File: src/include/cnn_accel_settings.svh
`ifndef CNN_ACCEL_SETTINGS_SVH
`define CNN_ACCEL_SETTINGS_SVH

// ----------------------------------------
// Frame and datapath sizes
// ----------------------------------------
`define CNN_MAX_DIM 16
`define CNN_N_CH 4
`define CNN_TAPS 9
`define CNN_KSIDE 3
`define CNN_PIX_W 8
`define CNN_WGT_W 8
`define CNN_PARAM_W 16
// 9 taps of 9x8 bit products
`define CNN_SUM_W 20
// Scaled sum plus a bias shifted by up to 31
`define CNN_ACC_W 48

// ----------------------------------------
// AHB side
// ----------------------------------------
`define CNN_HADDR_W 32
`define CNN_HDATA_W 32
// Register index starts at byte address bit 2, image word index above it
`define CNN_REG_LSB 2
`define CNN_IMG_LSB 6

`endif

File: src/rtl/cnn_arith_pkg.sv
`include "cnn_accel_settings.svh"

package cnn_arith_pkg;

	typedef enum logic {ACT_RELU = 1'b0, ACT_LINEAR = 1'b1} act_type_e;

	// ----------------------------------------
	// Datapath words
	// ----------------------------------------
	typedef logic [`CNN_PIX_W-1:0]                    pixel_t;	// Unsigned
	typedef logic signed [`CNN_WGT_W-1:0]             weight_t;
	typedef logic signed [`CNN_PARAM_W-1:0]           param_t;	// Scale or bias
	typedef logic signed [`CNN_PIX_W+`CNN_WGT_W:0]    prod_t;	// Pixel zero-extended times weight
	typedef logic signed [`CNN_SUM_W-1:0]             sum_t;
	typedef logic signed [`CNN_ACC_W-1:0]             acc_t;

	typedef pixel_t  [0:`CNN_TAPS-1] window_t;	// Tap 0 top-left, row-major
	typedef weight_t [0:`CNN_TAPS-1] kern_t;
	typedef sum_t    [0:`CNN_N_CH-1] sum_vec_t;

	// ----------------------------------------
	// First-layer kernel
	// ----------------------------------------
	localparam kern_t KERN_W [`CNN_N_CH] = '{
		'{-114, -105, -41,  127,  -93, -51, -27,  -1, 113},
		'{  69,  -75, -47,   19, -128,  95, -35, 121,   8},
		'{  13,  -12,  -1,  -15,  127, -16,  -4, -19,   1},
		'{  69, -121, -21, -128,   32,  90,  48,  52, -45}
	};

	// Batch-norm style scale, then bias before shifting
	localparam param_t KERN_SCALE [`CNN_N_CH] = '{16'sd95, 16'sd103, 16'sd364, 16'sd170};
	localparam param_t KERN_BIAS  [`CNN_N_CH] = '{-16'sd18620, 16'sd8060, 16'sd370, -16'sd506};

endpackage

File: src/rtl/conv_mac.sv
`timescale 1ns/10ps
`include "cnn_accel_settings.svh"

module conv_mac (
	input  logic                    HCLK,
	input  logic                    HRESETn,
	input  cnn_arith_pkg::window_t  win_i,
	input  logic                    win_valid_i,
	input  logic                    win_last_i,
	output cnn_arith_pkg::sum_vec_t sum_o,
	output logic                    sum_valid_o,
	output logic                    sum_last_o
);
	import cnn_arith_pkg::*;

	prod_t    prod_q [`CNN_N_CH][`CNN_TAPS];	// 36 products
	sum_vec_t sum_d;
	logic     valid_q;
	logic     last_q;

	// Stage 1, pixel zero-extended so the product stays signed
	always_ff @(posedge HCLK) begin
		if (win_valid_i)
			for (int c = 0; c < `CNN_N_CH; c++)
				for (int t = 0; t < `CNN_TAPS; t++)
					prod_q[c][t] <= $signed({1'b0, win_i[t]}) * $signed(KERN_W[c][t]);
	end

	// Stage 2, adder tree per channel
	always_comb begin
		for (int c = 0; c < `CNN_N_CH; c++) begin
			sum_d[c] = '0;
			for (int t = 0; t < `CNN_TAPS; t++)
				sum_d[c] = sum_d[c] + prod_q[c][t];	// Sign-extended to sum_t
		end
	end

	always_ff @(posedge HCLK) begin
		if (valid_q)
			sum_o <= sum_d;
	end

	always_ff @(posedge HCLK or negedge HRESETn) begin
		if (!HRESETn) begin
			valid_q     <= 1'b0;
			last_q      <= 1'b0;
			sum_valid_o <= 1'b0;
			sum_last_o  <= 1'b0;
		end else begin
			valid_q     <= win_valid_i;
			last_q      <= win_valid_i && win_last_i;
			sum_valid_o <= valid_q;
			sum_last_o  <= valid_q && last_q;
		end
	end

endmodule

File: config.mk
export PLATFORM = sky130hd
export DESIGN_NAME = conv_mac
export DESIGN_NICKNAME = d
export VERILOG_FILES = /design/src/rtl/cnn_arith_pkg.sv /design/src/rtl/conv_mac.sv
export VERILOG_INCLUDE_DIRS = /design/src /design/src/include
export SDC_FILE = /design/constraint.sdc
export NUM_CORES = 2
export LEC_CHECK = 0
export BUFFER_PORTS_ARGS = -buffer_cell sky130_fd_sc_hd__buf_4
export CAP_MARGIN = 20
export CORE_ASPECT_RATIO = 1.75
export CORE_MARGIN = 8
export CORE_UTILIZATION = 34
export CTS_CLUSTER_SIZE = 40
export DETAILED_ROUTE_END_ITERATION = 8
export MAX_ROUTING_LAYER = met4
export SYNTH_ARGS = -nofsm -noshare
export SYNTH_HDL_FRONTEND = slang
export SYNTH_SLANG_ARGS = --single-unit
File: constraint.sdc
create_clock -name HCLK -period 13.95 [get_ports HCLK]
set_input_delay 1.395 -clock HCLK [delete_from_list [all_inputs] [get_ports HCLK]]
set_output_delay 1.395 -clock HCLK [all_outputs]
set_load 0.02 [all_outputs]
=== Word level (Yosys, flattened, before mapping) ===
Memories as Yosys holds them, arrays and structs flattened.
Index checks and enable logic that the tools add are counted.

* Register bits after elaboration: 84
* Bits in writable memories: 612
* Output and inout bits: 82
* Memories kept: 1

* $add $sub $neg: 38
* $mul: 26
* Multiplexer cells: 2
* Reduce and logical (&&, ||, !) cells: 2

{| class="wikitable"
|+ Memory list
! memory !! words !! bits a word !! read ports !! clocked after Yosys merged registers in !! write ports !! RTL line !! source
|-
| prod_q || 4 || 153 || 4 || 0 || 4 || conv_mac.sv:16 || <nowiki>prod_t prod_q [`CNN_N_CH][`CNN_TAPS];</nowiki>
|}

{| class="wikitable"
|+ Operators by type and width
! operator !! count
|-
| $add A20 B17 Y20 || 20
|-
| $mul A9 B7 Y16 const B || 6
|-
| $mul A8 B7 Y15 const B || 6
|-
| $add A19 B17 Y20 || 4
|-
| $add A18 B17 Y19 || 4
|-
| $add A17 B17 Y18 || 4
|-
| $mul A9 B8 Y17 const B || 4
|-
| $mul A9 B6 Y15 const B || 3
|-
| $neg A8 Y17 || 2
|-
| $mul A8 B4 Y12 const B || 2
|-
| $neg A8 Y10 || 2
|-
| $neg A8 Y15 || 1
|-
| $mul A8 B6 Y14 const B || 1
|-
| $mul A9 B5 Y14 const B || 1
|-
| $mul A8 B5 Y13 const B || 1
|-
| $neg A8 Y13 || 1
|-
| $mul A9 B3 Y12 const B || 1
|-
| $mul A8 B2 Y10 const B || 1
|-
| $logic_and A1 B1 Y1 || 2
|-
| $mux W1 || 2
|}

=== Logic depth before layout (Yosys ltp) ===
An unclocked memory read counts as a cell.

* Depth after elaboration: 9
* Depth in mapped cells: 18

=== Worst setup path before layout ===
Ideal clock, no wire load.

* Path type: input port to flip-flop
* Start point: input win_i[32] in the netlist's numbering
* End point: memory prod_q[1][82] in the netlist's numbering, data pin
* Setup time: 0.259 ns
* Arrival: 5.012 ns
* Data required time: 13.691 ns
* Slack: 8.679 ns
* Stages on the path: 14
* Buffers on the path: 0
* Path through: fa_1 -> inv_1 -> fa_1 -> inv_1 -> fa_1 -> fa_1 -> ha_1 -> nand2_1 -> o21ai_0 -> nor4_1 -> nor3_1 -> a2111oi_2 -> a21oi_1 -> xnor2_1

{| class="wikitable"
|+ RTL lines
! what !! RTL line !! source
|-
| start, declared || conv_mac.sv:7 || <nowiki>input cnn_arith_pkg::window_t win_i,</nowiki>
|-
| end, declared || conv_mac.sv:16 ||
|}

==> results.yml <==
timing:
  period_needed_ns: 5.42
  worst_pin_slew_ns: 1.18
  fmax_ghz: 0.185
  grt_setup_unrepaired: "no"
  drv_slew: 0
  setup_violations: 0
  finalHoldViolCount: 0
  post-route-period-util: 0.388
  clock_skew_ns: 0.0437
  max_slew_margin: 0.207
  tns_ns: 0
yosys:
  synth_area_sq_mm: 0.0525
  ys_seq_elements: 512
  ys_types: 77
  synth_area_leader_cell: "edfxtp_1"
  synth-async-reset-ratio: 0.00781
  yosys-top-cells-area: "edfxtp_1, fa_1, ha_1"
  seq_area_frac_synth: 0.292
  syn_inst: 4567
  synth_ff_type: "edfxtp_1"
  syn_avg_cell_area_sq_um: 11.5
  yosys_warnings: 0
  synth_edf_count: 508
  syn-num-nets: 6193
  netlist.area_leader.share: 0.290
global_routing:
  grt-ovfl-total: 0
  grt.total_usage: 0.196
  grt_pass1_wl_microns: 233000
  grt_max_degree: 88
  antenna_found_initial: 17
  grt_pass1_vias: 35804
clock_network:
  cts_root_buffer: "clkbuf_16"
  post-cts-setup-buffers: 0
  cts_buffers: 56
  cts-hold-fix-buffers: 0
  ctsResizeCount: 0
  cts_tree: "built"
  cts_buffer_depth: 3
  cts.sinks: 512
  clock_latency_ns: 0.69
  cts.clk_slew.worst_paths_ns: 0.07
  htreeDepth: 2
drt:
  first_pass_iters: 5
  vias: 32628
  drtAntennaViolNets: 0
  wl_per_cell_microns: 23.2
  viasPerCell: 4.74
  drt-total-wl_microns: 160000
  dr.first_iter.drc_count: 1588
  drc_errors: 0
floorplan:
  die_area_sq_mm: 0.168
  initial_utilization: 0.341
  rows: 191
  die_w_microns: 313
  core-area_sq_mm: 0.154
  io_pins: 158
  die_h_microns: 536
worst_hold_path:
  hold_path.class: "reg -> reg"
setup_path:
  cp-startpoint: "prod_q[0][257]"
  endpoint_kind: "flop"
  cp.buffers_inverters: 5
  timing.rr.end: "sum_o[56]"
  max_stage_delay_ns: 0.54
  cpMaxStageDelayCell: "fa_1"
  worstPathMaxFanout: 4
  path_depth: 18
  critical_path.top_delay_family: "adder cells"
  worstPathRequired_ns: 14.39
  arrival_ns: 5.86
  crit_type: "reg -> reg"
  crit_chain: "inv_1, fa_1, inv_1, fa_1, fa_1, inv_1, fa_1, inv_1, ha_1, inv_1, fa_1, and2b_1, o31ai_1, a21oi_2, a211oi_2, o21bai_2, and4b_1, a311o_1"
  start_kind: "flop"
  r2r-start: "prod_q[0][257]"
  crit_path_end: "sum_o[56]"
  r2r_slack_ns: 8.53
  worstRegToRegCells: 18
final_layout:
  syn_to_final_growth_pct: 11.0
  drive_gt1_frac: 0.0622
  fin_nets: 6417
placement:
  port_buffers: 157
  dpl.hpwl_microns: 140000
  place_congestion: 0.994
flow_run:
  max-cap-violations: 0
run_status:
  status: "finished, final reports clean"
[worst reg2reg max path: stages, from the launching register on]
cell	delay, ns
edfxtp_1	0.36
inv_1	0.19
fa_1	0.49
inv_1	0.10
fa_1	0.44
fa_1	0.54
inv_1	0.06
fa_1	0.53
inv_1	0.04
ha_1	0.23
inv_1	0.08
fa_1	0.21
and2b_1	0.20
o31ai_1	0.47
a21oi_2	0.20
a211oi_2	0.37
o21bai_2	0.16
and4b_1	0.20
a311o_1	0.28
[cell usage in the layout, fill, tap and decap left out, types with 59 or more instances in the layout]
master,count
edfxtp_1,508
xnor2_1,251
buf_4,169
inv_1,1233
ha_1,904
a21o_1,61
nor2_1,131
a21oi_1,191
xor2_1,59
o21ai_0,60
nand2_1,101
fa_1,646
[stage by stage]
step	utilization	worst slack [ns]	area [sq um]	cells	hold WS, ns
floorplan	-	8.68	52500	4567	0.428
global placement	0.365	8.20	56300	6757	0.438
detailed placement	0.365	8.21	56300	6757	0.449
CTS	0.378	8.53	58200	6861	0.454
global route	0.378	8.27	58300	6881	0.475
finish	0.378	8.53	58300	6881	0.466
[cell families after synthesis]
logic type                 Yosys count  share of synthesized area
adders and majority gates         1550                      0.462
buffers and inverters             1238                     0.0885
AOI/OAI and AO/OA                  523                     0.0658
DFF                                512                      0.292
and+or+nand+nor                    430                     0.0394
xor gates and xnor gates           310                     0.0517
muxes                                4                   0.000786
[metal layers]
metal  GRT usage  vias up  share of wire
met5           -        -              0
met4       0.110        0          0.072
met3      0.0275      256          0.039
met2       0.352      635           0.52
met1       0.206    16517           0.37
li1            -    15220              -
[worst min-delay path by stage]
| stage | startpoint | end | slack, ns | cells past startpoint |
|---|---|---|---|---|
| CTS | HRESETn | last_q | 0.45 | 1 |
| global route | HRESETn | last_q | 0.47 | 1 |
| finish | last_q | sum_last_o | 0.47 | 1 |
| detailed placement | last_q | sum_last_o | 0.45 | 1 |
| floorplan | last_q | sum_last_o | 0.43 | 1 |
| global placement | last_q | sum_last_o | 0.44 | 1 |
[flip-flops by register name, summed over array words and instances (netlist names)]
register     flops
valid_q          1
sum_o           80
last_q           1
sum_valid_o      1
prod_q         428
sum_last_o       1
[synth_stat cells (4+ instances only)]
cell	count
inv_1	1233
ha_1	904
fa_1	646
edfxtp_1	508
xnor2_1	251
a21oi_1	191
nor2_1	131
nand2_1	101
a21o_1	61
o21ai_0	60
xor2_1	59
o21bai_1	43
nor3_1	37
o21a_1	36
nor2b_1	34
nand3_1	22
nand2b_1	21
nand4_1	17
o211ai_1	17
a31oi_1	14
a211oi_1	13
and3_1	12
or3_1	11
o31ai_1	10
or2_2	10
nor4_1	9
and2_1	8
a211o_1	7
a21boi_0	6
o41ai_1	5
a2111o_1	4
clkbuf_1	4
dfrtp_1	4
nor3b_1	4
o22ai_1	4
o31a_1	4
[final cells by class]
cell class / instances / area (sq um)
multi-input combinational: 2817 / 32500
fill: 15040 / 95800
inverter: 1234 / 4630
clock buffer: 61 / 1420
antenna: 18 / 45.0
clock inverter: 43 / 509
tap: 2026 / 2530
sequential: 512 / 15400
timing repair buffer: 170 / 1280
Power is not shown: default switching activity piles up to over one toggle a cycle in this logic, so the estimate is an artifact.
