File: config.mk
export PLATFORM = sky130hd
export DESIGN_NAME = post_proc_flat
export DESIGN_NICKNAME = d
export VERILOG_FILES = /design/src/rtl/cnn_arith_pkg.sv /design/src/rtl/cnn_cfg_pkg.sv /design/src/rtl/cnn_cfg_if.sv /design/src/rtl/post_proc.sv /design/src/flat_wrapper.sv
export VERILOG_INCLUDE_DIRS = /design/src /design/src/include
export SDC_FILE = /design/constraint.sdc
export NUM_CORES = 2
export LEC_CHECK = 0
export BUFFER_PORTS_ARGS = -buffer_cell sky130_fd_sc_hd__buf_2
export CAP_MARGIN = 20
export CORE_UTILIZATION = 34
export DETAILED_ROUTE_END_ITERATION = 6
export GPL_TIMING_DRIVEN = 0
export PLACE_DENSITY = 0.54
export SETUP_SLACK_MARGIN = 0.15
export SLEW_MARGIN = 20
export SYNTH_ARGS = -nofsm -noshare
export SYNTH_HDL_FRONTEND = slang
export SYNTH_SLANG_ARGS = --single-unit
File: constraint.sdc
create_clock -name HCLK -period 4.7 [get_ports HCLK]
set_input_delay 0.94 -clock HCLK [delete_from_list [all_inputs] [get_ports HCLK]]
set_output_delay 0.94 -clock HCLK [all_outputs]
set_load 0.01 [all_outputs]
File: src/include/cnn_accel_settings.svh
`ifndef CNN_ACCEL_SETTINGS_SVH
`define CNN_ACCEL_SETTINGS_SVH

// ----------------------------------------
// Frame and datapath sizes
// ----------------------------------------
`define CNN_MAX_DIM 16
`define CNN_N_CH 4
`define CNN_TAPS 9
`define CNN_KSIDE 3
`define CNN_PIX_W 8
`define CNN_WGT_W 8
`define CNN_PARAM_W 16
// 9 taps of 9x8 bit products
`define CNN_SUM_W 20
// Scaled sum plus a bias shifted by up to 31
`define CNN_ACC_W 48

// ----------------------------------------
// AHB side
// ----------------------------------------
`define CNN_HADDR_W 32
`define CNN_HDATA_W 32
// Register index starts at byte address bit 2, image word index above it
`define CNN_REG_LSB 2
`define CNN_IMG_LSB 6

`endif

File: src/rtl/cnn_arith_pkg.sv
`include "cnn_accel_settings.svh"

package cnn_arith_pkg;

	typedef enum logic {ACT_RELU = 1'b0, ACT_LINEAR = 1'b1} act_type_e;

	// ----------------------------------------
	// Datapath words
	// ----------------------------------------
	typedef logic [`CNN_PIX_W-1:0]                    pixel_t;	// Unsigned
	typedef logic signed [`CNN_WGT_W-1:0]             weight_t;
	typedef logic signed [`CNN_PARAM_W-1:0]           param_t;	// Scale or bias
	typedef logic signed [`CNN_PIX_W+`CNN_WGT_W:0]    prod_t;	// Pixel zero-extended times weight
	typedef logic signed [`CNN_SUM_W-1:0]             sum_t;
	typedef logic signed [`CNN_ACC_W-1:0]             acc_t;

	typedef pixel_t  [0:`CNN_TAPS-1] window_t;	// Tap 0 top-left, row-major
	typedef weight_t [0:`CNN_TAPS-1] kern_t;
	typedef sum_t    [0:`CNN_N_CH-1] sum_vec_t;

	// ----------------------------------------
	// First-layer kernel
	// ----------------------------------------
	localparam kern_t KERN_W [`CNN_N_CH] = '{
		'{-114, -105, -41,  127,  -93, -51, -27,  -1, 113},
		'{  69,  -75, -47,   19, -128,  95, -35, 121,   8},
		'{  13,  -12,  -1,  -15,  127, -16,  -4, -19,   1},
		'{  69, -121, -21, -128,   32,  90,  48,  52, -45}
	};

	// Batch-norm style scale, then bias before shifting
	localparam param_t KERN_SCALE [`CNN_N_CH] = '{16'sd95, 16'sd103, 16'sd364, 16'sd170};
	localparam param_t KERN_BIAS  [`CNN_N_CH] = '{-16'sd18620, 16'sd8060, 16'sd370, -16'sd506};

endpackage

File: src/rtl/cnn_cfg_pkg.sv
`include "cnn_accel_settings.svh"

package cnn_cfg_pkg;

	// ----------------------------------------
	// Register map
	// ----------------------------------------
	typedef enum logic [3:0] {
		REG_DIMS  = 4'd1,	// Width 11:0, height 27:16
		REG_LAYER = 4'd4,	// Act type, bias shift, act shift
		REG_IMAGE = 4'd5,	// Four pixels per word
		REG_START = 4'd8,	// Reads busy
		REG_DONE  = 4'd9
	} cnn_reg_e;

	// AHB-Lite encodings
	typedef enum logic [1:0] {TRANS_IDLE, TRANS_BUSY, TRANS_NONSEQ, TRANS_SEQ} htrans_e;
	localparam logic RESP_OKAY = 1'b0;

	typedef logic [11:0] dim_t;
	typedef logic [$clog2(`CNN_MAX_DIM)-1:0] pos_t;	// Row or column inside the frame
	typedef logic [$clog2(`CNN_MAX_DIM*`CNN_MAX_DIM)-1:0] pix_addr_t;
	typedef logic [$clog2(`CNN_MAX_DIM*`CNN_MAX_DIM*`CNN_PIX_W/`CNN_HDATA_W)-1:0] img_addr_t;
	typedef logic [4:0] bias_shift_t;
	typedef logic [2:0] act_shift_t;

	// Values after reset
	localparam dim_t        RST_DIM        = dim_t'(`CNN_MAX_DIM);
	localparam bias_shift_t RST_BIAS_SHIFT = 5'd9;
	localparam act_shift_t  RST_ACT_SHIFT  = 3'd7;

	// ----------------------------------------
	// Register word views
	// ----------------------------------------
	typedef struct packed {
		logic [3:0]  rsv_hi;
		dim_t        height;
		logic [3:0]  rsv_lo;
		dim_t        width;
	} dims_reg_t;

	typedef struct packed {
		logic [15:0]              rsv_hi;
		act_shift_t               act_shift;	// Bits 15:13
		bias_shift_t              bias_shift;	// Bits 12:8
		logic [3:0]               rsv_mid;
		cnn_arith_pkg::act_type_e act_type;	// Bit 3
		logic [2:0]               rsv_lo;
	} layer_reg_t;

	typedef union packed {
		logic [`CNN_HDATA_W-1:0] raw;
		dims_reg_t               dims;
		layer_reg_t              layer;
	} cnn_reg_word_u;

endpackage

File: src/rtl/cnn_cfg_if.sv
`timescale 1ns/10ps

interface cnn_cfg_if;
	import cnn_cfg_pkg::*;
	import cnn_arith_pkg::*;

	dim_t        width;
	dim_t        height;
	act_type_e   act_type;
	bias_shift_t bias_shift;
	act_shift_t  act_shift;
	logic        start;		// One-cycle pulse

	modport regs  (output width, height, act_type, bias_shift, act_shift, start);
	modport scan  (input width, height, start);
	modport fetch (input width, height);
	modport post  (input act_type, bias_shift, act_shift);

endinterface

File: src/rtl/post_proc.sv
`timescale 1ns/10ps
`include "cnn_accel_settings.svh"

module post_proc (
	input  logic                    HCLK,
	input  logic                    HRESETn,
	cnn_cfg_if.post                 cfg,
	input  cnn_arith_pkg::sum_vec_t sum_i,
	input  logic                    sum_valid_i,
	input  logic                    sum_last_i,
	output logic [`CNN_HDATA_W-1:0] out_pixel_o,
	output logic                    out_valid_o,
	output logic                    frame_done_o
);
	import cnn_arith_pkg::*;

	acc_t                  t_q [`CNN_N_CH];	// Scaled sum plus shifted bias
	logic [`CNN_PIX_W-1:0] sat_d [`CNN_N_CH];	// Two's complement in linear mode
	logic [5:0]            tot_shift;		// Up to 31 + 7
	logic                  valid_q;
	logic                  last_q;

	assign tot_shift = 6'(cfg.bias_shift) + 6'(cfg.act_shift);

	// Stage 1, scale and bias
	always_ff @(posedge HCLK) begin
		if (sum_valid_i)
			for (int c = 0; c < `CNN_N_CH; c++)
				t_q[c] <= acc_t'($signed(sum_i[c])) * acc_t'(KERN_SCALE[c]) +
					(acc_t'(KERN_BIAS[c]) <<< cfg.bias_shift);
	end

	// ----------------------------------------
	// Stage 2, shift, activation, saturation
	// ----------------------------------------
	always_comb begin
		acc_t u;
		for (int c = 0; c < `CNN_N_CH; c++) begin
			u = t_q[c] >>> tot_shift;
			if (cfg.act_type == ACT_LINEAR)
				sat_d[c] = (u < -128) ? 8'h80 : (u > 127) ? 8'h7f : u[`CNN_PIX_W-1:0];
			else
				sat_d[c] = (u < 0) ? 8'h00 : (u > 255) ? 8'hff : u[`CNN_PIX_W-1:0];
		end
	end

	// Channel 0 in the low byte
	always_ff @(posedge HCLK) begin
		if (valid_q)
			for (int c = 0; c < `CNN_N_CH; c++)
				out_pixel_o[c*`CNN_PIX_W +: `CNN_PIX_W] <= sat_d[c];
	end

	always_ff @(posedge HCLK or negedge HRESETn) begin
		if (!HRESETn) begin
			valid_q      <= 1'b0;
			last_q       <= 1'b0;
			out_valid_o  <= 1'b0;
			frame_done_o <= 1'b0;
		end else begin
			valid_q      <= sum_valid_i;
			last_q       <= sum_valid_i && sum_last_i;
			out_valid_o  <= valid_q;
			frame_done_o <= valid_q && last_q;	// With the last output
		end
	end

	// Negative pre-activation leaves a zero byte in ReLU mode
	for (genvar g = 0; g < `CNN_N_CH; g++) begin : g_relu_chk
		a_relu_nonneg: assert property (@(posedge HCLK) disable iff (!HRESETn)
			(valid_q && cfg.act_type == ACT_RELU && t_q[g] < 0) |=>
			(out_pixel_o[g*`CNN_PIX_W +: `CNN_PIX_W] == '0));
	end

endmodule

File: src/flat_wrapper.sv
// flat-port wrapper written by rule: the top's interface ports become plain ports
module post_proc_flat import cnn_arith_pkg::*;
  (HCLK, HRESETn, sum_i, sum_valid_i, sum_last_i, out_pixel_o, out_valid_o, frame_done_o, cfg_act_type, cfg_bias_shift, cfg_act_shift);
  cnn_cfg_if cfg_i ();
  input  logic HCLK;
  input  logic HRESETn;
  input  cnn_arith_pkg::sum_vec_t sum_i;
  input  logic sum_valid_i;
  input  logic sum_last_i;
  output logic [`CNN_HDATA_W-1:0] out_pixel_o;
  output logic out_valid_o;
  output logic frame_done_o;
  input wire logic [$bits(cfg_i.act_type)-1:0] cfg_act_type;
  input wire logic [$bits(cfg_i.bias_shift)-1:0] cfg_bias_shift;
  input wire logic [$bits(cfg_i.act_shift)-1:0] cfg_act_shift;
  assign cfg_i.act_type = cfg_act_type;
  assign cfg_i.bias_shift = cfg_bias_shift;
  assign cfg_i.act_shift = cfg_act_shift;
  post_proc u_core (.HCLK(HCLK), .HRESETn(HRESETn), .cfg(cfg_i), .sum_i(sum_i), .sum_valid_i(sum_valid_i), .sum_last_i(sum_last_i), .out_pixel_o(out_pixel_o), .out_valid_o(out_valid_o), .frame_done_o(frame_done_o));
endmodule
* After elaboration in Yosys (flattened, before gate mapping)
Memory sizes are Yosys's and may differ from the RTL's.
Index checks and enable logic that the tools add are counted.
Widths: inputs -> output; s select.
** Word-level totals
- Register bits :: 36
- Bits in writable memories :: 192
- Bits of input ports :: 93
- Output and inout bits :: 34
- Word-level logic and storage cells :: 63
- Memories kept :: 1
** Cells by class
- $add $sub $neg :: 5
- $mul :: 4
- $lt $le $gt $ge :: 16
- Shifts and indexed selects :: 8
- Muxes and demuxes :: 22
- Reduce and logical (&&, ||, !) cells :: 2
** Memory list
- u_core.t_q :: depth 4, width 48, rd ports 4, clocked after memory_dff 0, wr ports 4, line post_proc.sv:17 : acc_t t_q [`CNN_N_CH];
** Operators by type and width (count)
- $add 48x48->48 :: 4
- $gt 48x8->1 const B :: 4
- $gt 48x9->1 const B :: 4
- $lt 48x1->1 const B :: 4
- $lt 48x8->1 const B :: 4
- $sshr 48x6->48 :: 4
- $mux 8 :: 20
- $mul 20x8->28 const B :: 4
- $sshl 10x5->48 const A :: 2
- $sshl 14x5->48 const A :: 1
- $sshl 16x5->48 const A :: 1
- $add 5x3->6 :: 1
- $logic_and 1x1->1 :: 2
- $mux 1 :: 2

* Depth between registers and ports, before layout
- Depth after elaboration :: 6
- Mapped depth :: 31
- Depth with buffers taken out :: 31

* Least setup slack after synthesis
No wires, ideal clock.
- Path kind :: input-to-reg
- Start point :: input port sum_i[62] in the netlist's numbering
- End point :: memory u_core.t_q[0][43] in the netlist's numbering (data pin)
- Library setup time :: 0.263 ns
- Arrival time :: 8.081 ns
- Data required time :: 4.437 ns
- Slack :: -3.644 ns
- Cell stages on the path :: 26
- Buffers on the path :: 0
- Path through :: fa_1 inv_1 fa_1 fa_1 fa_1 inv_1 ha_1 o21ai_0 o2111ai_1 a31oi_1 or4_1 nand3_1 and3_1 o21a_1 o21ai_0 a211oi_1 xor2_1 ha_1 a21o_1 a211o_1 o22ai_1 o221ai_1 a2111oi_0 o21bai_1 a21oi_1 xnor2_1
** RTL lines
- start, declared :: line flat_wrapper.sv:7 : input cnn_arith_pkg::sum_vec_t sum_i;
- end, declared :: line post_proc.sv:17

==> metrics.txt <==
Post-synth EDFFs 222; Max clock buf depth 3; clk root buf clkbuf_16; commonest non-fill, non-tap cells in the layout inv_1 (538), nand2_1 (442), nor2_1 (368), buf_4 (319), ha_1 (299); total power divided by cell area 780 mW/mm^2; skew final 24.8 ps; GPL Wtd Cong 1.03; first-pass GRT wire length 262000 microns; post-synthesis instance total 4963; mapped cell area 0.0427 sq mm; register area share after synthesis 15.9%; H-tree Lvls 1; commonest non-fill, non-tap cell in the layout inv_1; worst-path fanout max 5; fin nets 6216; Hold-fix buffers, CTS 0; max-cap violations 0; Avg Cell Area, Syn 8.60 sq um; asr flop ratio synth 1.77%; status complete, but fails checks; WL/cell 25.1 microns; full die area 0.127 sq mm; number of global-route vias before repair 40.1k; FMAX 144 MHz; Worst Path Arrival 7330 ps; area share of the largest cell type after synthesis 15.6%; Starting Density 34.4%; DR iter-0 viols 3953; Setup violations, final 167; CP Class in2reg; final setup margin -2260 ps; number of synthesis warnings 0; largest net degree at the start of global routing 103; CTS Sinks 226; Worst-Skew Late Latency 620 ps; Relative slew margins 31.9%; Unique masters post-synth 102; share of cells above drive strength 1 29.5%; Most used DFF post-synth edfxtp_1; Top Usage Layer GRT met2; pre-CTS WS -3670 ps; IO Port Bufs 125; Vias 41.2k; Fill cells 12.1k; GRT Total Usage 27.3%; Boundary Pins 127; die height 356 microns; DRC violations left 16; final WL 179000 microns; RSZ-0062 raised after global routing yes; register bit count reported by yosys 226; grt ovf 0; slowest stage delay, CP 590 ps; Period Utilization, post-route 148%; num rows 129; GR Layer Usage met1 37.4%; die width 356 microns; syn nets 5726; area leader, netlist edfxtp_1; Tmin final 6960 ps; Setup crit start kind input pin; clk slew on worst S/H paths 60 ps; M3 GR Usage 3.71%; fin. max-slew vios 0; Area growth syn-to-layout 29.4%; Vias per Instance 5.79; WHS 111 ps; worst slew pin tran 1020 ps; dominant cells by area after synthesis edfxtp_1 (16%), ha_1 (13%), fa_1 (11%); count of final hold-check violations 0; Final ANT Viol Nets 0; total core area 0.124 sq mm; Pre-antenna DRT Iters 7; Hold WC Path Type in2async; Crit-path slowest cell fa_2; crit end category register; failing checks DRC, setup timing; Num CTS Buffers 29; WP data required 5070 ps; routing usage on met2 42.5%; hpwl dp 144000 microns; initial antenna violation count 8; worst vdd ir 0.000583 V; P_leak 23.8 nW; CTS tree yes
[final timing paths]
check,startpoint,to,slack (ps),cells past startpoint
min in group HCLK,u_core.last_q$_DFF_PN0_,u_core.frame_done_o$_DFF_PN0_,460,1
max in group asynchronous,HRESETn,u_core.valid_q$_DFF_PN0_,4460,1
worst max-delay path,sum_i[73],u_core.t_q[0][47]$_DFFE_PP_,-2260,29
worst min register to register,u_core.last_q$_DFF_PN0_,u_core.frame_done_o$_DFF_PN0_,460,1
worst max register to register,u_core.t_q[3][47]$_DFFE_PP_,u_core.out_pixel_o[28]$_DFFE_PP_,740,12
worst min-delay path,HRESETn,u_core.out_valid_o$_DFF_PN0_,110,1
[critical path, delay by kind of cell]
| family | cells | cell delay (ps) |
|---|---|---|
| adder cells (fa/ha/maj) | 6 | 2470 |
| AND/OR/NAND/NOR | 9 | 1770 |
| AO/OA/AOI/OAI | 10 | 1750 |
| buffers and inverters | 3 | 260 |
| XOR/XNOR | 1 | 140 |
[cell usage after synthesis, types with 13 or more instances]
library cell  count
a2bb2oi_1        14
o21ai_0         251
fa_1            225
o22ai_1          39
inv_1           579
xor2_1           70
o21a_1           68
nor4_1           20
buf_1            25
nor2b_1          46
and3_1           38
a31oi_1          45
or3_1            21
o211ai_1         47
clkbuf_1         92
a21o_1          105
o21bai_1         44
a21boi_0         17
nand4_1          35
or2_2            20
buf_2            72
buf_6            13
ha_1            445
nand2b_1         56
nand3_1         103
edfxtp_1        222
mux2i_1         242
mux2_2           69
a211oi_1         64
nor2_1          400
and2_1           38
mux4_2          108
buf_4            26
nor3_1           66
o2111ai_1        13
a21oi_1         319
mux4_1           19
nand2_1         468
xnor2_1         167
[flip-flops by register name, summed over array words and instances, names as in the netlist]
| signal | flops |
|---|---|
| u_core.frame_done_o | 1 |
| u_core.last_q | 1 |
| u_core.out_pixel_o | 32 |
| u_core.out_valid_o | 1 |
| u_core.t_q | 190 |
| u_core.valid_q | 1 |
[cell type report]
type	instances	area (sq um)	area share [%]
repair buffers	459	3900	7.06
inverters	580	2210	4.01
well taps	1637	2050	3.71
clock buffers	31	733	1.33
multi-input cells	3925	37600	68.0
flip-flops and latches	226	6770	12.3
diodes	4	10.0	0.0181
plain buffers	232	1720	3.11
clock inverters	23	283	0.512
[through the flow]
| step | instance area, sq um | utilization, % | TNS, ps | cells | power (mW) |
|---|---|---|---|---|---|
| 4_1_cts | 53600 | 43.2 | -155000 | 7045 | 40.1 |
| 6_report | 55200 | 44.5 | -168300 | 7117 | 43.1 |
| 5_1_grt | 55200 | 44.5 | -199570 | 7113 | 45.7 |
| 2_1_floorplan | 44800 | - | -176780 | 4963 | 24.8 |
| 3_5_place_dp | 47500 | 38.3 | -370190 | 6727 | 32.2 |
| 3_3_place_gp | 47500 | 38.2 | -385040 | 6725 | 32.2 |
[per-layer routing]
| metal | up-vias | wire [microns] |
|---|---|---|
| met1 | 20100 | 77200 |
| met3 | 411 | 13900 |
| met5 | - | 41 |
| met2 | 1966 | 78700 |
| li1 | 18800 | - |
| met4 | 6 | 9040 |
[logic make-up (layout without fill, tap and decap cells)]
group / Yosys count / in the layout / synth area share [%]
XOR/XNOR: 239 / 240 / 4.97
multiplexers: 438 / 438 / 14.4
flip-flops: 226 / 226 / 15.9
adder cells (fa/ha/maj): 671 / 671 / 23.6
AO/OA/AOI/OAI: 1208 / 1208 / 18.4
AND/OR/NAND/NOR: 1368 / 1368 / 14.8
buffers and inverters: 813 / 1325 / 7.96
other: 0 / 4 / 0
[report_power, final]
part           internal, mW  switching [mW]  leakage, nW
registers              3.91            1.02         2.22
logic                  16.1            19.7         21.1
clock network          1.42           0.975        0.490
total                  21.4            21.6         23.8
[repair_timing]
action,4_1_cts,5_1_grt
setup buffers,263,68
setup endpoints to repair,186,176
resized for setup,701,233
gates cloned,2,0
pin swaps,337,198
(Power assumes the default switching activity.)
