### config.mk
export PLATFORM = sky130hd
export DESIGN_NAME = ahb_cfg_regs_flat
export DESIGN_NICKNAME = d
export VERILOG_FILES = /design/src/rtl/cnn_arith_pkg.sv /design/src/rtl/cnn_cfg_pkg.sv /design/src/rtl/cnn_cfg_if.sv /design/src/rtl/ahb_cfg_regs.sv /design/src/flat_wrapper.sv
export VERILOG_INCLUDE_DIRS = /design/src /design/src/include
export SDC_FILE = /design/constraint.sdc
export NUM_CORES = 1
export LEC_CHECK = 0
export BUFFER_PORTS_ARGS = -buffer_cell sky130_fd_sc_hd__buf_4
export CAP_MARGIN = 20
export CORE_MARGIN = 2
export CORE_UTILIZATION = 36
export CTS_CLUSTER_DIAMETER = 60
export CTS_CLUSTER_SIZE = 30
export DETAILED_ROUTE_END_ITERATION = 6
export PLACE_DENSITY = 0.81
export SLEW_MARGIN = 20
export SYNTH_ARGS = -nofsm -noshare
export SYNTH_HDL_FRONTEND = slang
export SYNTH_SLANG_ARGS = --single-unit
### constraint.sdc
create_clock -name HCLK -period 1.7 [get_ports HCLK]
set_clock_uncertainty 0.15 [all_clocks]
set_input_delay 0.085 -clock HCLK [delete_from_list [all_inputs] [get_ports HCLK]]
set_output_delay 0.085 -clock HCLK [all_outputs]
set_load 0.05 [all_outputs]
### src/include/cnn_accel_settings.svh
`ifndef CNN_ACCEL_SETTINGS_SVH
`define CNN_ACCEL_SETTINGS_SVH

// ----------------------------------------
// Frame and datapath sizes
// ----------------------------------------
`define CNN_MAX_DIM 16
`define CNN_N_CH 4
`define CNN_TAPS 9
`define CNN_KSIDE 3
`define CNN_PIX_W 8
`define CNN_WGT_W 8
`define CNN_PARAM_W 16
// 9 taps of 9x8 bit products
`define CNN_SUM_W 20
// Scaled sum plus a bias shifted by up to 31
`define CNN_ACC_W 48

// ----------------------------------------
// AHB side
// ----------------------------------------
`define CNN_HADDR_W 32
`define CNN_HDATA_W 32
// Register index starts at byte address bit 2, image word index above it
`define CNN_REG_LSB 2
`define CNN_IMG_LSB 6

`endif

### src/rtl/cnn_arith_pkg.sv
`include "cnn_accel_settings.svh"

package cnn_arith_pkg;

	typedef enum logic {ACT_RELU = 1'b0, ACT_LINEAR = 1'b1} act_type_e;

	// ----------------------------------------
	// Datapath words
	// ----------------------------------------
	typedef logic [`CNN_PIX_W-1:0]                    pixel_t;	// Unsigned
	typedef logic signed [`CNN_WGT_W-1:0]             weight_t;
	typedef logic signed [`CNN_PARAM_W-1:0]           param_t;	// Scale or bias
	typedef logic signed [`CNN_PIX_W+`CNN_WGT_W:0]    prod_t;	// Pixel zero-extended times weight
	typedef logic signed [`CNN_SUM_W-1:0]             sum_t;
	typedef logic signed [`CNN_ACC_W-1:0]             acc_t;

	typedef pixel_t  [0:`CNN_TAPS-1] window_t;	// Tap 0 top-left, row-major
	typedef weight_t [0:`CNN_TAPS-1] kern_t;
	typedef sum_t    [0:`CNN_N_CH-1] sum_vec_t;

	// ----------------------------------------
	// First-layer kernel
	// ----------------------------------------
	localparam kern_t KERN_W [`CNN_N_CH] = '{
		'{-114, -105, -41,  127,  -93, -51, -27,  -1, 113},
		'{  69,  -75, -47,   19, -128,  95, -35, 121,   8},
		'{  13,  -12,  -1,  -15,  127, -16,  -4, -19,   1},
		'{  69, -121, -21, -128,   32,  90,  48,  52, -45}
	};

	// Batch-norm style scale, then bias before shifting
	localparam param_t KERN_SCALE [`CNN_N_CH] = '{16'sd95, 16'sd103, 16'sd364, 16'sd170};
	localparam param_t KERN_BIAS  [`CNN_N_CH] = '{-16'sd18620, 16'sd8060, 16'sd370, -16'sd506};

endpackage

### src/rtl/cnn_cfg_pkg.sv
`include "cnn_accel_settings.svh"

package cnn_cfg_pkg;

	// ----------------------------------------
	// Register map
	// ----------------------------------------
	typedef enum logic [3:0] {
		REG_DIMS  = 4'd1,	// Width 11:0, height 27:16
		REG_LAYER = 4'd4,	// Act type, bias shift, act shift
		REG_IMAGE = 4'd5,	// Four pixels per word
		REG_START = 4'd8,	// Reads busy
		REG_DONE  = 4'd9
	} cnn_reg_e;

	// AHB-Lite encodings
	typedef enum logic [1:0] {TRANS_IDLE, TRANS_BUSY, TRANS_NONSEQ, TRANS_SEQ} htrans_e;
	localparam logic RESP_OKAY = 1'b0;

	typedef logic [11:0] dim_t;
	typedef logic [$clog2(`CNN_MAX_DIM)-1:0] pos_t;	// Row or column inside the frame
	typedef logic [$clog2(`CNN_MAX_DIM*`CNN_MAX_DIM)-1:0] pix_addr_t;
	typedef logic [$clog2(`CNN_MAX_DIM*`CNN_MAX_DIM*`CNN_PIX_W/`CNN_HDATA_W)-1:0] img_addr_t;
	typedef logic [4:0] bias_shift_t;
	typedef logic [2:0] act_shift_t;

	// Values after reset
	localparam dim_t        RST_DIM        = dim_t'(`CNN_MAX_DIM);
	localparam bias_shift_t RST_BIAS_SHIFT = 5'd9;
	localparam act_shift_t  RST_ACT_SHIFT  = 3'd7;

	// ----------------------------------------
	// Register word views
	// ----------------------------------------
	typedef struct packed {
		logic [3:0]  rsv_hi;
		dim_t        height;
		logic [3:0]  rsv_lo;
		dim_t        width;
	} dims_reg_t;

	typedef struct packed {
		logic [15:0]              rsv_hi;
		act_shift_t               act_shift;	// Bits 15:13
		bias_shift_t              bias_shift;	// Bits 12:8
		logic [3:0]               rsv_mid;
		cnn_arith_pkg::act_type_e act_type;	// Bit 3
		logic [2:0]               rsv_lo;
	} layer_reg_t;

	typedef union packed {
		logic [`CNN_HDATA_W-1:0] raw;
		dims_reg_t               dims;
		layer_reg_t              layer;
	} cnn_reg_word_u;

endpackage

### src/rtl/cnn_cfg_if.sv
`timescale 1ns/10ps

interface cnn_cfg_if;
	import cnn_cfg_pkg::*;
	import cnn_arith_pkg::*;

	dim_t        width;
	dim_t        height;
	act_type_e   act_type;
	bias_shift_t bias_shift;
	act_shift_t  act_shift;
	logic        start;		// One-cycle pulse

	modport regs  (output width, height, act_type, bias_shift, act_shift, start);
	modport scan  (input width, height, start);
	modport fetch (input width, height);
	modport post  (input act_type, bias_shift, act_shift);

endinterface

### src/rtl/ahb_cfg_regs.sv
`timescale 1ns/10ps
`include "cnn_accel_settings.svh"

module ahb_cfg_regs (
	input  logic                    HCLK,
	input  logic                    HRESETn,
	input  logic                    HSEL_i,
	input  logic                    HREADY_i,
	input  logic [1:0]              HTRANS_i,
	input  logic [`CNN_HADDR_W-1:0] HADDR_i,
	input  logic                    HWRITE_i,
	input  logic [`CNN_HDATA_W-1:0] HWDATA_i,
	output logic                    HREADYOUT_o,
	output logic                    HRESP_o,
	output logic [`CNN_HDATA_W-1:0] HRDATA_o,
	cnn_cfg_if.regs                 cfg,
	input  logic                    busy_i,
	input  logic                    frame_done_i,
	output logic                    img_we_o,
	output cnn_cfg_pkg::img_addr_t  img_waddr_o,
	output logic [`CNN_HDATA_W-1:0] img_wdata_o
);
	import cnn_cfg_pkg::*;
	import cnn_arith_pkg::*;

	logic          xfer_ok;
	logic          wr_q;		// Write pending in data phase
	cnn_reg_e      reg_idx_q;
	img_addr_t     img_idx_q;
	logic          start_q;
	logic          done_q;
	cnn_reg_word_u wdata_u;
	cnn_reg_word_u rdata_u;

	// ----------------------------------------
	// Address phase
	// ----------------------------------------
	assign xfer_ok = HSEL_i && HREADY_i && (HTRANS_i == TRANS_NONSEQ || HTRANS_i == TRANS_SEQ);

	always_ff @(posedge HCLK or negedge HRESETn) begin
		if (!HRESETn) begin
			wr_q      <= 1'b0;
			reg_idx_q <= REG_DIMS;
			img_idx_q <= '0;
		end else if (xfer_ok) begin
			wr_q      <= HWRITE_i;
			reg_idx_q <= cnn_reg_e'(HADDR_i[`CNN_REG_LSB +: $bits(cnn_reg_e)]);
			img_idx_q <= HADDR_i[`CNN_IMG_LSB +: $bits(img_addr_t)];
		end else begin
			wr_q <= 1'b0;	// Idle or busy transfer
		end
	end

	// ----------------------------------------
	// Data phase, register file
	// ----------------------------------------
	assign wdata_u.raw = HWDATA_i;

	always_ff @(posedge HCLK or negedge HRESETn) begin
		if (!HRESETn) begin
			cfg.width      <= RST_DIM;
			cfg.height     <= RST_DIM;
			cfg.act_type   <= ACT_RELU;
			cfg.bias_shift <= RST_BIAS_SHIFT;
			cfg.act_shift  <= RST_ACT_SHIFT;
			start_q        <= 1'b0;
			done_q         <= 1'b0;
		end else begin
			start_q <= 1'b0;
			if (frame_done_i)
				done_q <= 1'b1;		// Last pixel left the pipeline
			if (wr_q) begin
				case (reg_idx_q)
					REG_DIMS: begin
						cfg.width  <= wdata_u.dims.width;
						cfg.height <= wdata_u.dims.height;
					end
					REG_LAYER: begin
						cfg.act_type   <= wdata_u.layer.act_type;
						cfg.bias_shift <= wdata_u.layer.bias_shift;
						cfg.act_shift  <= wdata_u.layer.act_shift;
					end
					REG_START: begin
						if (wdata_u.raw[0] && !busy_i && !start_q) begin	// Ignored while busy
							start_q <= 1'b1;
							done_q  <= 1'b0;
						end
					end
					REG_DONE: begin
						if (!wdata_u.raw[0])
							done_q <= 1'b0;
					end
					default: ;
				endcase
			end
		end
	end

	// Read-back from the registered address
	always_comb begin
		rdata_u.raw = '0;
		case (reg_idx_q)
			REG_DIMS: begin
				rdata_u.dims.width  = cfg.width;
				rdata_u.dims.height = cfg.height;
			end
			REG_LAYER: begin
				rdata_u.layer.act_type   = cfg.act_type;
				rdata_u.layer.bias_shift = cfg.bias_shift;
				rdata_u.layer.act_shift  = cfg.act_shift;
			end
			REG_START: rdata_u.raw[0] = busy_i | start_q;
			REG_DONE:  rdata_u.raw[0] = done_q;
			default: ;
		endcase
	end

	assign HRDATA_o    = rdata_u.raw;
	assign HREADYOUT_o = 1'b1;		// No wait states
	assign HRESP_o     = RESP_OKAY;
	assign cfg.start   = start_q;
	assign img_we_o    = wr_q && (reg_idx_q == REG_IMAGE);
	assign img_waddr_o = img_idx_q;
	assign img_wdata_o = HWDATA_i;

	a_htrans_known: assert property (@(posedge HCLK) disable iff (!HRESETn)
		HSEL_i |-> !$isunknown(HTRANS_i));

endmodule

### src/flat_wrapper.sv
// flat-port wrapper written by rule: the top's interface ports become plain ports
module ahb_cfg_regs_flat import cnn_cfg_pkg::*; import cnn_arith_pkg::*;
  (HCLK, HRESETn, HSEL_i, HREADY_i, HTRANS_i, HADDR_i, HWRITE_i, HWDATA_i, HREADYOUT_o, HRESP_o, HRDATA_o, busy_i, frame_done_i, img_we_o, img_waddr_o, img_wdata_o, cfg_width, cfg_height, cfg_act_type, cfg_bias_shift, cfg_act_shift, cfg_start);
  cnn_cfg_if cfg_i ();
  input  logic HCLK;
  input  logic HRESETn;
  input  logic HSEL_i;
  input  logic HREADY_i;
  input  logic [1:0] HTRANS_i;
  input  logic [`CNN_HADDR_W-1:0] HADDR_i;
  input  logic HWRITE_i;
  input  logic [`CNN_HDATA_W-1:0] HWDATA_i;
  output logic HREADYOUT_o;
  output logic HRESP_o;
  output logic [`CNN_HDATA_W-1:0] HRDATA_o;
  input  logic busy_i;
  input  logic frame_done_i;
  output logic img_we_o;
  output cnn_cfg_pkg::img_addr_t img_waddr_o;
  output logic [`CNN_HDATA_W-1:0] img_wdata_o;
  output wire logic [$bits(cfg_i.width)-1:0] cfg_width;
  output wire logic [$bits(cfg_i.height)-1:0] cfg_height;
  output wire logic [$bits(cfg_i.act_type)-1:0] cfg_act_type;
  output wire logic [$bits(cfg_i.bias_shift)-1:0] cfg_bias_shift;
  output wire logic [$bits(cfg_i.act_shift)-1:0] cfg_act_shift;
  output wire logic [$bits(cfg_i.start)-1:0] cfg_start;
  assign cfg_width = cfg_i.width;
  assign cfg_height = cfg_i.height;
  assign cfg_act_type = cfg_i.act_type;
  assign cfg_bias_shift = cfg_i.bias_shift;
  assign cfg_act_shift = cfg_i.act_shift;
  assign cfg_start = cfg_i.start;
  ahb_cfg_regs u_core (.HCLK(HCLK), .HRESETn(HRESETn), .HSEL_i(HSEL_i), .HREADY_i(HREADY_i), .HTRANS_i(HTRANS_i), .HADDR_i(HADDR_i), .HWRITE_i(HWRITE_i), .HWDATA_i(HWDATA_i), .HREADYOUT_o(HREADYOUT_o), .HRESP_o(HRESP_o), .HRDATA_o(HRDATA_o), .cfg(cfg_i), .busy_i(busy_i), .frame_done_i(frame_done_i), .img_we_o(img_we_o), .img_waddr_o(img_waddr_o), .img_wdata_o(img_wdata_o));
endmodule
* Yosys cells after proc, flatten, opt, wreduce, memory -nomap -nowiden
Index checks and enable logic that the tools add are counted.
** Word-level totals
- Register bits after elaboration :: 46
- Bits in latches :: 0
- Bits in writable memories :: 0
- Memory bits (read-only) :: 0
- Bits of input ports :: 73
- Output and inout port bits :: 107
- Word-level logic and storage cells :: 44
- Memories kept :: 0
** Cells by class
- Add/subtract/negate cells :: 0
- Multiply operators :: 0
- Divide/modulo/power cells :: 0
- $lt $le $gt $ge :: 0
- Equality and inequality tests :: 7
- Shift operators :: 0
- Mux-type cells :: 16
- Bitwise gates (word level) :: 1
- Reduce and logical (&&, ||, !) cells :: 10
** Operators with widths (number)
- 12-bit 2-to-1 mux :: 1
- 4-bit by 3-bit == test with 1-bit output, second input constant :: 2
- 4-bit == test, second input constant :: 2
- 1-bit 2-to-1 mux :: 8
- 4-bit 2-to-1 mux :: 2
- 4-bit one-hot mux with 2 select lines :: 1
- 1-bit logical AND :: 5
- 2-bit == test, second input constant :: 2
- 4-bit by 1-bit == test with 1-bit output, second input constant :: 1
- 1-bit one-hot mux with 2 select lines :: 2
- 2-bit AND reduction :: 2
- 1-bit one-hot mux with 3 select lines :: 1
- 1-bit zero test :: 2
- 2-bit 2-to-1 mux :: 1
- 1-bit logical OR :: 1
- 1-bit bitwise OR :: 1

* Depth between registers and ports, before layout
- Depth after elaboration :: 6
- Depth in mapped cells :: 4
- Mapped depth without buffers :: 3

* Worst setup path after synthesis
OpenSTA, ideal clock, no wires.
- Kind :: register to output
- Start point :: register u_core.start_q (netlist: u_core.cfg.start)
- End point :: output HRDATA_o[0]
- Arrival :: 2.146 ns
- Data required time :: 1.465 ns
- Slack :: -0.681 ns
- Stages on the path, launching flop included :: 4
- Buffers on the path :: 0
- Cell sequence :: dfrtp_1 nor3_1 or4b_2 a21oi_1
** On the way
- Cells in the longest elaborated chain, start to end :: 2
** RTL lines
- from (decl) :: RTL line ahb_cfg_regs.sv:30 : logic start_q;
- from (signal assigned) :: RTL line ahb_cfg_regs.sv:66 : start_q <= 1'b0;
- from (signal assigned) :: RTL line ahb_cfg_regs.sv:69 : start_q <= 1'b0;
- from (signal assigned) :: RTL line ahb_cfg_regs.sv:85 : start_q <= 1'b1;
- 1-bit bitwise OR :: RTL line ahb_cfg_regs.sv:112 : REG_START: rdata_u.raw[0] = busy_i | start_q;
- 1-bit one-hot mux with 3 select lines :: RTL line ahb_cfg_regs.sv:102 : case (reg_idx_q)
- to (decl) :: RTL line flat_wrapper.sv:15 : output logic [`CNN_HDATA_W-1:0] HRDATA_o;
No other way between the ends.

* Worst setup path in the final report
- Start point :: register u_core.reg_idx_q[0]
- End point :: output HRDATA_o[0]
** On the way
- Cells in the longest elaborated chain, start to end :: 2
- Elaborated cells on any way between the ends :: 4
- Those cells by class :: eq/ne (3); mux (1)
** RTL lines
- from (decl) :: RTL line ahb_cfg_regs.sv:28 : cnn_reg_e reg_idx_q;
- from (signal assigned) :: RTL line ahb_cfg_regs.sv:47 : reg_idx_q <= cnn_reg_e'(HADDR_i[`CNN_REG_LSB +: $bits(cnn_reg_e)]);
- 4-bit == test or 4-bit by 1-bit == test with 1-bit output (tied branches) :: RTL line ahb_cfg_regs.sv:102
- 1-bit one-hot mux with 3 select lines * :: RTL line ahb_cfg_regs.sv:102
Every way passes the cells marked *; elsewhere a longest branch is shown, timed or not.

==> impl_results.html <==
<table>
<tr><th>Metric</th><th>Value</th></tr>
<tr><th colspan="2">Floorplan</th></tr>
<tr><td>Die footprint</td><td>0.00728 mm²</td></tr>
<tr><td>Die X-Extent</td><td>85.3 µm</td></tr>
<tr><td>Row count</td><td>29</td></tr>
<tr><td>Core box area</td><td>0.00639 mm²</td></tr>
<tr><td>Die span in y</td><td>85.3 µm</td></tr>
<tr><td>Top Ports</td><td>180</td></tr>
<tr><td>Initial core utilization</td><td>37.3%</td></tr>
<tr><th colspan="2">Worst setup path</th></tr>
<tr><td>Critical path endpoint category</td><td>output pin</td></tr>
<tr><td>CP arrival</td><td>1.77 ns</td></tr>
<tr><td>Crit Path Class</td><td>reg2out</td></tr>
<tr><td>Launching element type of the critical path</td><td>register</td></tr>
<tr><td>Maximum fanout count along the critical path</td><td>6</td></tr>
<tr><td>Data required time at the worst endpoint</td><td>1.46 ns</td></tr>
<tr><th colspan="2">Logic synthesis</th></tr>
<tr><td>Number of unique standard cell types used by synthesis</td><td>25</td></tr>
<tr><td>Number of warnings issued by yosys</td><td>0</td></tr>
<tr><td>Avg Inst Size Synth</td><td>13.2 µm²</td></tr>
<tr><td>Proportion of synthesized chip area in sequential cells</td><td>48.7%</td></tr>
<tr><td>Proportion of netlist area held by the largest area contributor</td><td>39.9%</td></tr>
<tr><td>Share of flip-flops with an asynchronous set or reset after synthesis</td><td>100%</td></tr>
<tr><td>Primary flip-flop cell chosen by synthesis mapping</td><td>dfrtp_1</td></tr>
<tr><td>Post-synthesis cell count</td><td>181</td></tr>
<tr><td>Most area-consuming cells after synthesis</td><td>dfrtp_1 (40%), mux2_4 (13%), buf_4 (12%)</td></tr>
<tr><td>Number of synthesized flops with an enable pin</td><td>0</td></tr>
<tr><td>Largest area contributor in the netlist</td><td>dfrtp_1</td></tr>
<tr><td>Flop and latch count out of synthesis</td><td>46</td></tr>
<tr><td>Post-Syn Area</td><td>0.00238 mm²</td></tr>
<tr><th colspan="2">Outcome</th></tr>
<tr><td>Outcome</td><td>finished, violations left</td></tr>
<tr><td>Failing checks</td><td>negative hold slack, negative setup slack</td></tr>
<tr><th colspan="2">Run</th></tr>
<tr><td>Max Cap Viol</td><td>0</td></tr>
<tr><th colspan="2">Global routing</th></tr>
<tr><td>Antenna violations before repair</td><td>0</td></tr>
<tr><td>Maximum number of pins on one net before global-route repair</td><td>47</td></tr>
<tr><td>Global route total overflow</td><td>0</td></tr>
<tr><td>Wire length of the first global-routing pass</td><td>11,400 µm</td></tr>
<tr><td>Number of global-route vias before repair</td><td>2,224</td></tr>
<tr><td>Overall fraction of global-route tracks in use</td><td>20.2%</td></tr>
<tr><th colspan="2">Power and ir drop</th></tr>
<tr><td>Max VDD drop</td><td>682 µV</td></tr>
<tr><td>Power density cells</td><td>1110 mW/mm²</td></tr>
<tr><td>Leakage power summed over all cells</td><td>2.21 nW</td></tr>
<tr><th colspan="2">Routing</th></tr>
<tr><td>Mean number of vias per cell</td><td>4.67</td></tr>
<tr><td>Via total after detailed routing</td><td>2,021</td></tr>
<tr><td>DRC Markers</td><td>0</td></tr>
<tr><td>Routed wire length</td><td>7310 µm</td></tr>
<tr><td>Average wire per cell in the routed design</td><td>16.9 µm</td></tr>
<tr><td>Pre-antenna DRT Iters</td><td>3</td></tr>
<tr><td>Initial drt markers</td><td>42</td></tr>
<tr><td>Post-DRT Antenna Nets</td><td>0</td></tr>
<tr><th colspan="2">CTS</th></tr>
<tr><td>Hold_buf cts</td><td>41</td></tr>
<tr><td>H-Tree Level Count</td><td>2</td></tr>
<tr><td>CTS root buffer</td><td>clkbuf_8</td></tr>
<tr><td>Longest Clk Path Bufs</td><td>2</td></tr>
<tr><td>TritonCTS clock tree</td><td>built</td></tr>
<tr><td>Clock transition at the registers of the reported paths</td><td>0.09 ns</td></tr>
<tr><td>Clock sinks</td><td>46</td></tr>
<tr><td>Number of clock buffers inserted by TritonCTS</td><td>5</td></tr>
<tr><td>Insertion delay of the later-clocked pin in the worst-skew pair</td><td>0.30 ns</td></tr>
<tr><th colspan="2">Place</th></tr>
<tr><td>Port Buf Inserts</td><td>142</td></tr>
<tr><td>Detailed placer's ending HPWL</td><td>4520 µm</td></tr>
<tr><td>Routability Congestion</td><td>0.751</td></tr>
<tr><th colspan="2">STA</th></tr>
<tr><td>Worst slew margin relative to its limit</td><td>60.7%</td></tr>
<tr><td>Hold WS</td><td>-0.0298 ns</td></tr>
<tr><td>RSZ-0062 raised after global routing</td><td>yes</td></tr>
<tr><td>Count of endpoints failing setup in the final report</td><td>58</td></tr>
<tr><td>Share of the clock period used by the worst path after layout</td><td>118%</td></tr>
<tr><td>Worst Max-Slew Pin Slew</td><td>0.589 ns</td></tr>
<tr><td>Final-report max-slew violation count</td><td>0</td></tr>
<tr><td>Total negative slack</td><td>-11.75 ns</td></tr>
<tr><td>Count of final hold-check violations</td><td>1</td></tr>
<tr><td>Time the final worst path needs with I/O delays and setup</td><td>2.01 ns</td></tr>
<tr><td>Worst setup slack after layout</td><td>-0.307 ns</td></tr>
<tr><td>Max Clk Rate</td><td>498 MHz</td></tr>
<tr><th colspan="2">Cells and area</th></tr>
<tr><td>Layout Utilization</td><td>69.4%</td></tr>
<tr><td>Most common cell after layout, fill and taps aside</td><td>buf_4</td></tr>
<tr><td>Number of diodes</td><td>0</td></tr>
<tr><td>Fillers</td><td>423</td></tr>
<tr><td>Highest-count cells in the layout ignoring fill and taps</td><td>buf_4 (117), dlygate4sd3_1 (41), dfrtp_1 (35), mux2_4 (29), buf_8 (22)</td></tr>
<tr><td>Growth of design area from synthesis to finish</td><td>86.0%</td></tr>
<tr><td>Share of final-layout standard cells stronger than drive strength 1</td><td>73.0%</td></tr>
<tr><td>Nets@finish</td><td>428</td></tr>
<tr><th colspan="2">Min path</th></tr>
<tr><td>Worst min-delay path category</td><td>in2reg</td></tr>
</table>
[metrics by stage]
step                instance area (µm²)  total power, W  setup slack [ns]  cells
finish                             4430         0.00493            -0.307    433
global route                       4430         0.00511            -0.355    433
CTS                                4350         0.00490            -0.301    430
detailed placement                 3410         0.00379            -0.114    374
global placement                   3410         0.00374            -0.118    374
floorplan                          2450         0.00313           -0.0504    185
[final timing paths]
| check | cells past startpoint | slack (ns) | start | endpoint |
|---|---|---|---|---|
| hold reg to reg | 1 | 0.37 | u_core.img_waddr_o[4]$_DFFE_PN0P_ | u_core.img_waddr_o[4]$_DFFE_PN0P_ |
| hold / removal | 3 | -0.03 | busy_i | u_core.cfg.start$_DFF_PN0_ |
| setup / recovery | 4 | -0.31 | u_core.reg_idx_q[0]$_DFFE_PN1P_ | HRDATA_o[0] |
| min in group asynchronous | 2 | 0.17 | HRESETn | u_core.cfg.width[11]$_DFFE_PN0P_ |
| setup reg to reg | 6 | -0.24 | u_core.reg_idx_q[0]$_DFFE_PN1P_ | u_core.cfg.height[1]$_DFFE_PN0P_ |
| max in group asynchronous | 2 | 0.79 | HRESETn | u_core.reg_idx_q[1]$_DFFE_PN0P_ |
[worst max-delay path, stage by stage, from the launching register on]
cell and delay, ns:
dfstp_2 0.59, nor3_2 0.07, or4b_4 0.49, a21oi_4 0.15, buf_6 0.17
[logic make-up after synthesis]
kind of cell	after synthesis	synth area share (%)
buffers and inverters	45	13.7
DFF	46	48.7
muxes	43	23.5
AOI/OAI and AO/OA	7	2.42
other	2	0.315
and+or+nand+nor	38	11.3
[synth_stat cells (all sizes together), types with 2 or more instances]
cell and count:
dfrtp 38, clkbuf 3, and2 19, conb 2, nor2 3, inv 2
and3 5, nand3 2, mux2 43, buf 40, dfstp 8, a22o 5
nor2b 2
[routing by layer]
metal  GRT usage (%)  vias up  routed length [µm]
met1            22.0      998                2670
met5               0        -                   0
met4            4.33        0                  37
li1                -      923                   -
met2            39.1       96                4040
met3            4.86        4                 560
[final cells by class]
type	instances	area [µm²]	share of cell area, %
Clock buffer	6	72.6	1.64
Tap cell	77	96.3	2.17
Clock inverter	2	37.5	0.847
Multi-Input combinational cell	94	1080	24.3
Inverter	2	7.51	0.169
Sequential cell	46	1160	26.3
Timing Repair Buffer	206	1980	44.6
[registers in the layout, indices dropped and copies added, names as in the netlist]
| signal | flops |
|---|---|
| u_core.cfg.start | 1 |
| u_core.cfg.act_shift | 3 |
| u_core.cfg.width | 12 |
| u_core.cfg.height | 12 |
| u_core.cfg.act_type | 1 |
| u_core.done_q | 1 |
| u_core.wr_q | 1 |
| u_core.reg_idx_q | 4 |
| u_core.cfg.bias_shift | 5 |
| u_core.img_waddr_o | 6 |
[where the power goes]
part | leakage (nW) | total (W) | internal [W] | switching (W)
clock | 0.0514 | 0.000804 | 0.000439 | 0.000366
combinational | 1.63 | 0.00255 | 0.00104 | 0.00150
sequential | 0.526 | 0.00157 | 0.00136 | 0.000218
[what timing repair did]
| action | 4_1_cts | 5_1_grt |
|---|---|---|
| hold endpoints to repair | 84 | 1 |
| pin swaps | 22 | 3 |
| cloned | 3 | 1 |
| gates resized for setup | 90 | 13 |
| buffers inserted | 4 | 3 |
| setup endpoints to repair | 50 | 62 |
(Power assumes the default switching activity.)
